<file path="src/intra16_macros.svh">
`ifndef INTRA16_MACROS_SVH
`define INTRA16_MACROS_SVH

`define SAMPLE_W 8
`define WORD_W 32
`define EDGE_LEN 16

// Plane terms need about 15 bits plus sign
`define PLANE_W 16

`define DC_DEFAULT 128
`define DC_RND_ONE 8     // One edge of 16 samples
`define DC_RND_BOTH 16   // Both edges, 32 samples

`define PARAM_RND 32     // For (5*H + 32) >> 6
`define PLANE_RND 16     // For the final >> 5

`endif

</file>
<file path="src/intra16_pkg.sv">
`include "intra16_macros.svh"

package intra16_pkg;

	typedef enum logic [1:0] {
		mode_vertical,
		mode_horizontal,
		mode_dc,
		mode_plane
	} pred_mode_e;

	typedef enum logic [2:0] {
		op_none,
		op_top,      // Four consecutive words
		op_left0,
		op_left1,
		op_left2,
		op_left3,
		op_corner
	} edge_op_e;

	typedef struct packed {
		logic [`EDGE_LEN-1:0][`SAMPLE_W-1:0] top;
		logic [`EDGE_LEN-1:0][`SAMPLE_W-1:0] left;
		logic [`SAMPLE_W-1:0] corner;   // Above-left
	} edge_set_t;

	// Two's complement values
	typedef struct packed {
		logic [`PLANE_W-1:0] a;
		logic [`PLANE_W-1:0] b;
		logic [`PLANE_W-1:0] c;
	} plane_param_t;

	typedef struct packed {
		logic [`EDGE_LEN-1:0][`SAMPLE_W-1:0] px;   // Sample (x, y) sits at index 4*y+x
	} pred_block_t;

endpackage

</file>
<file path="src/intra16_edge_store.sv">
`timescale 1ns/100ps
`include "intra16_macros.svh"

module intra16_edge_store (
	input  logic                   clk,
	input  logic                   reset_n,
	input  intra16_pkg::edge_op_e  edge_op,
	input  logic [`WORD_W-1:0]     edge_word,
	output intra16_pkg::edge_set_t edges
);

	localparam int SW = `SAMPLE_W;
	localparam int WORD_SAMPLES = `WORD_W / `SAMPLE_W;

	logic [1:0] top_word;       // Which top word arrives next
	logic [1:0] left_quarter;

	assign left_quarter = 2'(edge_op - intra16_pkg::op_left0);   // Only meaningful for op_leftN

	always_ff @(posedge clk or negedge reset_n) begin
		if (!reset_n) begin
			top_word <= '0;
			edges <= '0;
		end else begin
			if (edge_op == intra16_pkg::op_top) begin
				top_word <= top_word + 2'd1;
			end else begin
				top_word <= '0;
			end

			case (edge_op)
				intra16_pkg::op_top: begin
					for (int k = 0; k < WORD_SAMPLES; k++) begin
						edges.top[{top_word, 2'(k)}] <= edge_word[SW*k +: SW];
					end
				end
				intra16_pkg::op_left0,
				intra16_pkg::op_left1,
				intra16_pkg::op_left2,
				intra16_pkg::op_left3: begin
					for (int k = 0; k < WORD_SAMPLES; k++) begin
						edges.left[{left_quarter, 2'(k)}] <= edge_word[SW*k +: SW];
					end
				end
				intra16_pkg::op_corner: begin
					edges.corner <= edge_word[SW-1:0];   // Lowest byte only
				end
				default: begin
				end
			endcase
		end
	end

endmodule

</file>
<file path="src/intra16_plane_param.sv">
`timescale 1ns/100ps
`include "intra16_macros.svh"

module intra16_plane_param (
	input  logic                      clk,
	input  logic                      reset_n,
	input  intra16_pkg::edge_set_t    edges,
	input  logic                      param_strobe,
	output intra16_pkg::plane_param_t params
);

	localparam int SW = `SAMPLE_W;
	localparam int PW = `PLANE_W;
	localparam int HALF = `EDGE_LEN / 2;

	logic signed [PW-1:0] grad_h;
	logic signed [PW-1:0] grad_v;
	logic signed [PW-1:0] a_val;

	// Corner takes the place of sample -1 in the weighted sum
	function automatic logic signed [PW-1:0] gradient(
		input logic [`EDGE_LEN-1:0][SW-1:0] line,
		input logic [SW-1:0] corner
	);
		logic [`EDGE_LEN:0][SW-1:0] ext;
		logic signed [PW-1:0] far_s;
		logic signed [PW-1:0] near_s;
		logic signed [PW-1:0] acc;
		ext = {line, corner};
		acc = '0;
		for (int x = 0; x < HALF; x++) begin
			far_s = PW'(ext[HALF + 1 + x]);
			near_s = PW'(ext[HALF - 1 - x]);
			acc = acc + PW'((x + 1) * (far_s - near_s));
		end
		return acc;
	endfunction

	function automatic logic signed [PW-1:0] slope(input logic signed [PW-1:0] g);
		logic signed [PW+3:0] t;
		t = (PW+4)'(g);
		t = (t <<< 2) + t + (PW+4)'(`PARAM_RND);   // 5*g + 32 can pass 16 bits
		return PW'(t >>> 6);
	endfunction

	assign grad_h = gradient(edges.top, edges.corner);
	assign grad_v = gradient(edges.left, edges.corner);
	assign a_val = (PW'(edges.left[`EDGE_LEN-1]) + PW'(edges.top[`EDGE_LEN-1])) <<< 4;

	always_ff @(posedge clk or negedge reset_n) begin
		if (!reset_n) begin
			params <= '0;
		end else if (param_strobe) begin
			params.a <= a_val;
			params.b <= slope(grad_h);
			params.c <= slope(grad_v);
		end
	end

endmodule

</file>
<file path="src/intra16_plane_block.sv">
`timescale 1ns/100ps
`include "intra16_macros.svh"

module intra16_plane_block (
	input  logic                      clk,
	input  logic                      reset_n,
	input  intra16_pkg::plane_param_t params,
	input  logic [3:0]                block_idx,
	input  logic                      plane_strobe,
	output intra16_pkg::pred_block_t  plane_blk
);

	localparam int SW = `SAMPLE_W;
	localparam int PW = `PLANE_W;
	localparam int CENTRE = `EDGE_LEN / 2 - 1;
	localparam int MAX_PIX = (1 << `SAMPLE_W) - 1;

	logic signed [PW-1:0] a_s;
	logic signed [PW-1:0] b_s;
	logic signed [PW-1:0] c_s;
	logic signed [PW-1:0] b_mul [`EDGE_LEN];   // b times (x-7) for every column
	logic signed [PW-1:0] c_mul [`EDGE_LEN];
	logic [3:0] col0;
	logic [3:0] row0;
	intra16_pkg::pred_block_t blk_next;

	// Multiples -7 to +8 built from shifts and adds
	function automatic logic signed [PW-1:0] times_offset(
		input logic signed [PW-1:0] v,
		input int pos
	);
		logic signed [PW-1:0] acc;
		int mag;
		acc = '0;
		mag = (pos < CENTRE) ? CENTRE - pos : pos - CENTRE;
		for (int s = 0; s < 4; s++) begin
			if (mag[s]) begin
				acc = acc + (v <<< s);
			end
		end
		return (pos < CENTRE) ? -acc : acc;
	endfunction

	function automatic logic [SW-1:0] clip(input logic signed [PW-1:0] s);
		logic signed [PW-1:0] v;
		v = s >>> 5;
		if (v < 0) begin
			clip = '0;
		end else if (v > MAX_PIX) begin
			clip = '1;
		end else begin
			clip = v[SW-1:0];
		end
	endfunction

	assign a_s = $signed(params.a);
	assign b_s = $signed(params.b);
	assign c_s = $signed(params.c);
	assign col0 = {block_idx[1:0], 2'b00};
	assign row0 = {block_idx[3:2], 2'b00};

	always_comb begin
		for (int i = 0; i < `EDGE_LEN; i++) begin
			b_mul[i] = times_offset(b_s, i);
			c_mul[i] = times_offset(c_s, i);
		end
		for (int y = 0; y < 4; y++) begin
			for (int x = 0; x < 4; x++) begin
				blk_next.px[4*y + x] = clip(a_s + b_mul[col0 + 4'(x)] + c_mul[row0 + 4'(y)]
					+ PW'(`PLANE_RND));
			end
		end
	end

	always_ff @(posedge clk or negedge reset_n) begin
		if (!reset_n) begin
			plane_blk <= '0;
		end else if (plane_strobe) begin
			plane_blk <= blk_next;   // Holds until the output stage takes it
		end
	end

endmodule

</file>
<file path="src/intra16_block_out.sv">
`timescale 1ns/100ps
`include "intra16_macros.svh"

module intra16_block_out (
	input  logic                     clk,
	input  logic                     reset_n,
	input  intra16_pkg::edge_set_t   edges,
	input  intra16_pkg::pred_block_t plane_blk,
	input  intra16_pkg::pred_mode_e  mode,
	input  logic [3:0]               block_idx,
	input  logic                     top_avail,
	input  logic                     left_avail,
	input  logic                     out_strobe,
	output intra16_pkg::pred_block_t pred
);

	localparam int SW = `SAMPLE_W;
	localparam int SUM_W = `SAMPLE_W + 6;   // Room for 32 samples and rounding

	logic [SUM_W-1:0] sum_top;
	logic [SUM_W-1:0] sum_left;
	logic [SUM_W-1:0] sum_all;
	logic [SW-1:0] dc_val;
	logic [3:0] col0;
	logic [3:0] row0;
	intra16_pkg::pred_block_t vert_blk;
	intra16_pkg::pred_block_t horz_blk;
	intra16_pkg::pred_block_t dc_blk;

	assign col0 = {block_idx[1:0], 2'b00};
	assign row0 = {block_idx[3:2], 2'b00};

	always_comb begin
		sum_top = '0;
		sum_left = '0;
		for (int i = 0; i < `EDGE_LEN; i++) begin
			sum_top = sum_top + SUM_W'(edges.top[i]);
			sum_left = sum_left + SUM_W'(edges.left[i]);
		end
	end

	assign sum_all = sum_top + sum_left + SUM_W'(`DC_RND_BOTH);

	// DC covers the whole macroblock, so block_idx plays no part here
	always_comb begin
		case ({top_avail, left_avail})
			2'b11: dc_val = SW'(sum_all >> 5);
			2'b10: dc_val = SW'((sum_top + SUM_W'(`DC_RND_ONE)) >> 4);
			2'b01: dc_val = SW'((sum_left + SUM_W'(`DC_RND_ONE)) >> 4);
			default: dc_val = SW'(`DC_DEFAULT);
		endcase
	end

	always_comb begin
		for (int y = 0; y < 4; y++) begin
			for (int x = 0; x < 4; x++) begin
				vert_blk.px[4*y + x] = edges.top[col0 + 4'(x)];
				horz_blk.px[4*y + x] = edges.left[row0 + 4'(y)];
				dc_blk.px[4*y + x] = dc_val;
			end
		end
	end

	always_ff @(posedge clk or negedge reset_n) begin
		if (!reset_n) begin
			pred <= '0;
		end else if (out_strobe) begin
			case (mode)
				intra16_pkg::mode_vertical: pred <= vert_blk;
				intra16_pkg::mode_horizontal: pred <= horz_blk;
				intra16_pkg::mode_dc: pred <= dc_blk;
				intra16_pkg::mode_plane: pred <= plane_blk;   // Already clipped upstream
			endcase
		end
	end

endmodule

</file>
<file path="src/intra16_pred.sv">
`timescale 1ns/100ps
`include "intra16_macros.svh"

module intra16_pred (
	input  logic                     clk,
	input  logic                     reset_n,
	input  intra16_pkg::edge_op_e    edge_op,
	input  logic [`WORD_W-1:0]       edge_word,
	input  logic                     top_avail,
	input  logic                     left_avail,
	input  logic                     param_strobe,
	input  logic                     plane_strobe,
	input  logic                     out_strobe,
	input  logic [3:0]               block_idx,
	input  intra16_pkg::pred_mode_e  mode,
	output intra16_pkg::pred_block_t pred
);

	intra16_pkg::edge_set_t edges;
	intra16_pkg::plane_param_t params;
	intra16_pkg::pred_block_t plane_blk;

	intra16_edge_store u_edge_store (
		.clk(clk),
		.reset_n(reset_n),
		.edge_op(edge_op),
		.edge_word(edge_word),
		.edges(edges)
	);

	intra16_plane_param u_plane_param (
		.clk(clk),
		.reset_n(reset_n),
		.edges(edges),
		.param_strobe(param_strobe),
		.params(params)
	);

	intra16_plane_block u_plane_block (
		.clk(clk),
		.reset_n(reset_n),
		.params(params),
		.block_idx(block_idx),
		.plane_strobe(plane_strobe),
		.plane_blk(plane_blk)
	);

	intra16_block_out u_block_out (
		.clk(clk),
		.reset_n(reset_n),
		.edges(edges),
		.plane_blk(plane_blk),
		.mode(mode),
		.block_idx(block_idx),
		.top_avail(top_avail),
		.left_avail(left_avail),
		.out_strobe(out_strobe),
		.pred(pred)
	);

endmodule

</file>
<file path="config.mk">
export PLATFORM = sky130hd
export DESIGN_NAME = intra16_pred
export DESIGN_NICKNAME = d
export VERILOG_FILES = /design/src/intra16_pkg.sv /design/src/intra16_edge_store.sv /design/src/intra16_plane_param.sv /design/src/intra16_plane_block.sv /design/src/intra16_block_out.sv /design/src/intra16_pred.sv
export VERILOG_INCLUDE_DIRS = /design/src
export SDC_FILE = /design/constraint.sdc
export NUM_CORES = 2
export LEC_CHECK = 0
export BUFFER_PORTS_ARGS = -buffer_cell sky130_fd_sc_hd__buf_4
export CORE_ASPECT_RATIO = 1.2
export CORE_MARGIN = 2
export CORE_UTILIZATION = 40
export DETAILED_ROUTE_END_ITERATION = 12
export SLEW_MARGIN = 20
export SYNTH_ARGS = -nofsm -noshare
export SYNTH_HDL_FRONTEND = slang
export SYNTH_SLANG_ARGS = --single-unit
</file>
<file path="constraint.sdc">
create_clock -name clk -period 13.2 [get_ports clk]
set_input_delay 3.96 -clock clk [delete_from_list [all_inputs] [get_ports clk]]
set_output_delay 3.96 -clock clk [all_outputs]
set_load 0.01 [all_outputs]
</file>
==> out/results.ini <==
[outcome]
outcome=complete, no violations

[setup_path]
startpoint_type=flop
regToRegStartpoint=u_edge_store.edges[112]
critPathMaxFanout=6
worstPathArrival_ns=10.99
endpoint_kind=flop
ff2ff_setup_slack_ns=2.78
slowest_delay_ns=0.53
startpoint=u_edge_store.edges[112]
crit_slowest_cell=fa_1
reg2reg_to=u_plane_param.params[12]
crit_type=reg -> reg
worstRegToRegCells=40
crit_required_ns=13.77

[detailed_routing]
drt_wl_total_mm=238
num_vias=52308
ant_nets=0
drc=0
first_iter_violations=4188
via_per_inst=5.70
wl_per_cell_microns=26.0
drt_first_pass_iters=6

[clock_network]
cts_hold_buf=0
insertion_delay_ns=0.71
clockBufferDepth=3
cts-root-buf=clkbuf_16
htree_levels=3
cts_inserted_buffers=70
cts_resized=0
tritoncts=built
numClockSinks=559
post_cts_buffers=0
clk_pin_slew_worst_paths_ns=0.06

[timing]
rsz0062_at_grt=false
fin_skew_ns=0.0432
slew_viol_final=0
worstMarginPinSlew_ns=1.26
final_hold_viol_count=0
setup_viol=0
layout_setup_ws_ns=2.78
fin_crit_sh=0.790
fmax_mhz=95.9
slew_headroom=0.150
tns_ns=0
layout_min_cycle_time_ns=10.42
whs_ns=0.488

[placed_design]
place.gp.congestion=0.992
port_buffers=175
dp_hpwl_mm=198
post_dp_cell_area_sq_um=69300
dpl_worst_slack_ns=2.77

[worst_hold_path]
hold-path-endpoint=u_plane_block.plane_blk[62]
hp-class=reg -> reg
hp-start=u_plane_block.plane_blk[62]
whs_path_depth=1

[yosys]
ys.flop_type=dfrtp_1
async_flop_share=1.00
yosysSeqAreaShare=0.214
synth_nets=8318
synth-edff-count=0
syn-mean-instance-area_sq_um=9.51
yosysWarnings=0
synth-seq-cells=559
synth_cell_types=103
synthesis.area_sq_um=65300
synthCells=6864

[grt]
grt_pass1_wl_mm=349
track_usage=0.285
grt_pass1_vias=52053
antenna_found_initial=22
grt_max_degree=149
overflow=0

[final_layout]
final_common_cell=ha_1
layout-area-overhead-vs-synth_pct=9.90
final_cell_mix=ha_1 (949), inv_1 (947), dfrtp_1 (559)
fin_area_sq_um=71700
drive_above_1_share=0.111
finalNetCount=8441
nFillCells=15513

[floorplan]
dieArea_sq_um=166000
core-area_sq_um=162000
start_util=0.402
die_w_microns=373
io_pins=176
die_y_microns=447
placementRows=162

[flow_run]
cap_violations=0

==> worst max path at each step <==
stage	to	cells after the start
final	u_plane_param.params[12]	40
after floorplan	u_plane_block.plane_blk[40]	34
after CTS	u_plane_param.params[13]	40
after detailed placement	u_plane_block.plane_blk[104]	26
after global routing	u_plane_param.params[13]	40
after global placement	u_plane_block.plane_blk[106]	26
==> through the flow <==
step | utilization | std cells
6_report | 0.442 | 9178
5_1_grt | 0.442 | 9176
4_1_cts | 0.442 | 9176
3_5_place_dp | 0.427 | 9047
3_3_place_gp | 0.426 | 9047
2_1_floorplan | - | 6864
==> cell usage after synthesis, types with 45 or more instances <==
cell | instances | area share
a211oi_1 | 67 | 0.0077
a21o_1 | 154 | 0.018
a21oi_1 | 338 | 0.026
a31oi_1 | 125 | 0.012
clkbuf_1 | 177 | 0.010
dfrtp_1 | 559 | 0.21
fa_1 | 457 | 0.14
ha_1 | 949 | 0.18
inv_1 | 948 | 0.055
mux2_2 | 160 | 0.028
mux2i_1 | 59 | 0.0090
mux4_2 | 110 | 0.038
nand2_1 | 445 | 0.026
nand3_1 | 45 | 0.0035
nor2_1 | 461 | 0.027
nor3_1 | 111 | 0.0085
o21a_1 | 59 | 0.0068
o21ai_0 | 292 | 0.022
o21bai_1 | 82 | 0.0094
o22ai_1 | 60 | 0.0058
o2bb2ai_1 | 46 | 0.0062
xnor2_1 | 338 | 0.045
xor2_1 | 171 | 0.023
==> flip-flops by register name, summed over array words and instances (netlist names) <==
name                     cells
u_block_out.pred           128
u_plane_block.plane_blk    128
u_edge_store.edges         264
u_plane_param.params        37
u_edge_store.top_word        2
==> final cells by class <==
| type | instances | area (sq um) | share of cell area |
|---|---|---|---|
| multi-input cells | 5143 | 47000 | 0.655 |
| flip-flops and latches | 559 | 14000 | 0.195 |
| inverters | 949 | 3560 | 0.0497 |
| well taps | 2132 | 2670 | 0.0372 |
| clock buffers | 99 | 2060 | 0.0287 |
| repair buffers | 264 | 2030 | 0.0283 |
| clock inverters | 30 | 418 | 0.00583 |
| diodes | 2 | 5.00 | 0.0000698 |
==> routing by layer <==
metal | routed length (microns) | up-vias | track usage
met4 | 17400 | 12 | 0.173
li1 | - | 24072 | -
met1 | 96300 | 25978 | 0.357
met2 | 109000 | 1766 | 0.465
met3 | 15200 | 480 | 0.0448
met5 | 75 | - | 0
==> critical path: cells and delay by family, from the launching register on <==
family	cells	cell delay, ns
muxes	1	0.11
buffers and inverters	7	0.42
xor gates and xnor gates	3	0.84
adders and majority gates	13	5.15
AOI/OAI and AO/OA	11	2.62
and+or+nand+nor	5	0.68
DFF	1	0.46
==> kinds of logic (layout without fill, tap and decap cells) <==
logic type | after synthesis | in the layout | share of synthesized area
multiplexers | 331 | 331 | 0.0750
other | 0 | 2 | 0
flip-flops | 559 | 559 | 0.214
XOR/XNOR | 519 | 519 | 0.0713
buffers and inverters | 1162 | 1342 | 0.0670
adder cells (fa/ha/maj) | 1406 | 1406 | 0.322
AND/OR/NAND/NOR | 1364 | 1364 | 0.0958
AO/OA/AOI/OAI | 1523 | 1523 | 0.155
Power is not shown: default switching activity piles up to over one toggle a cycle in this logic, so the estimate is an artifact.
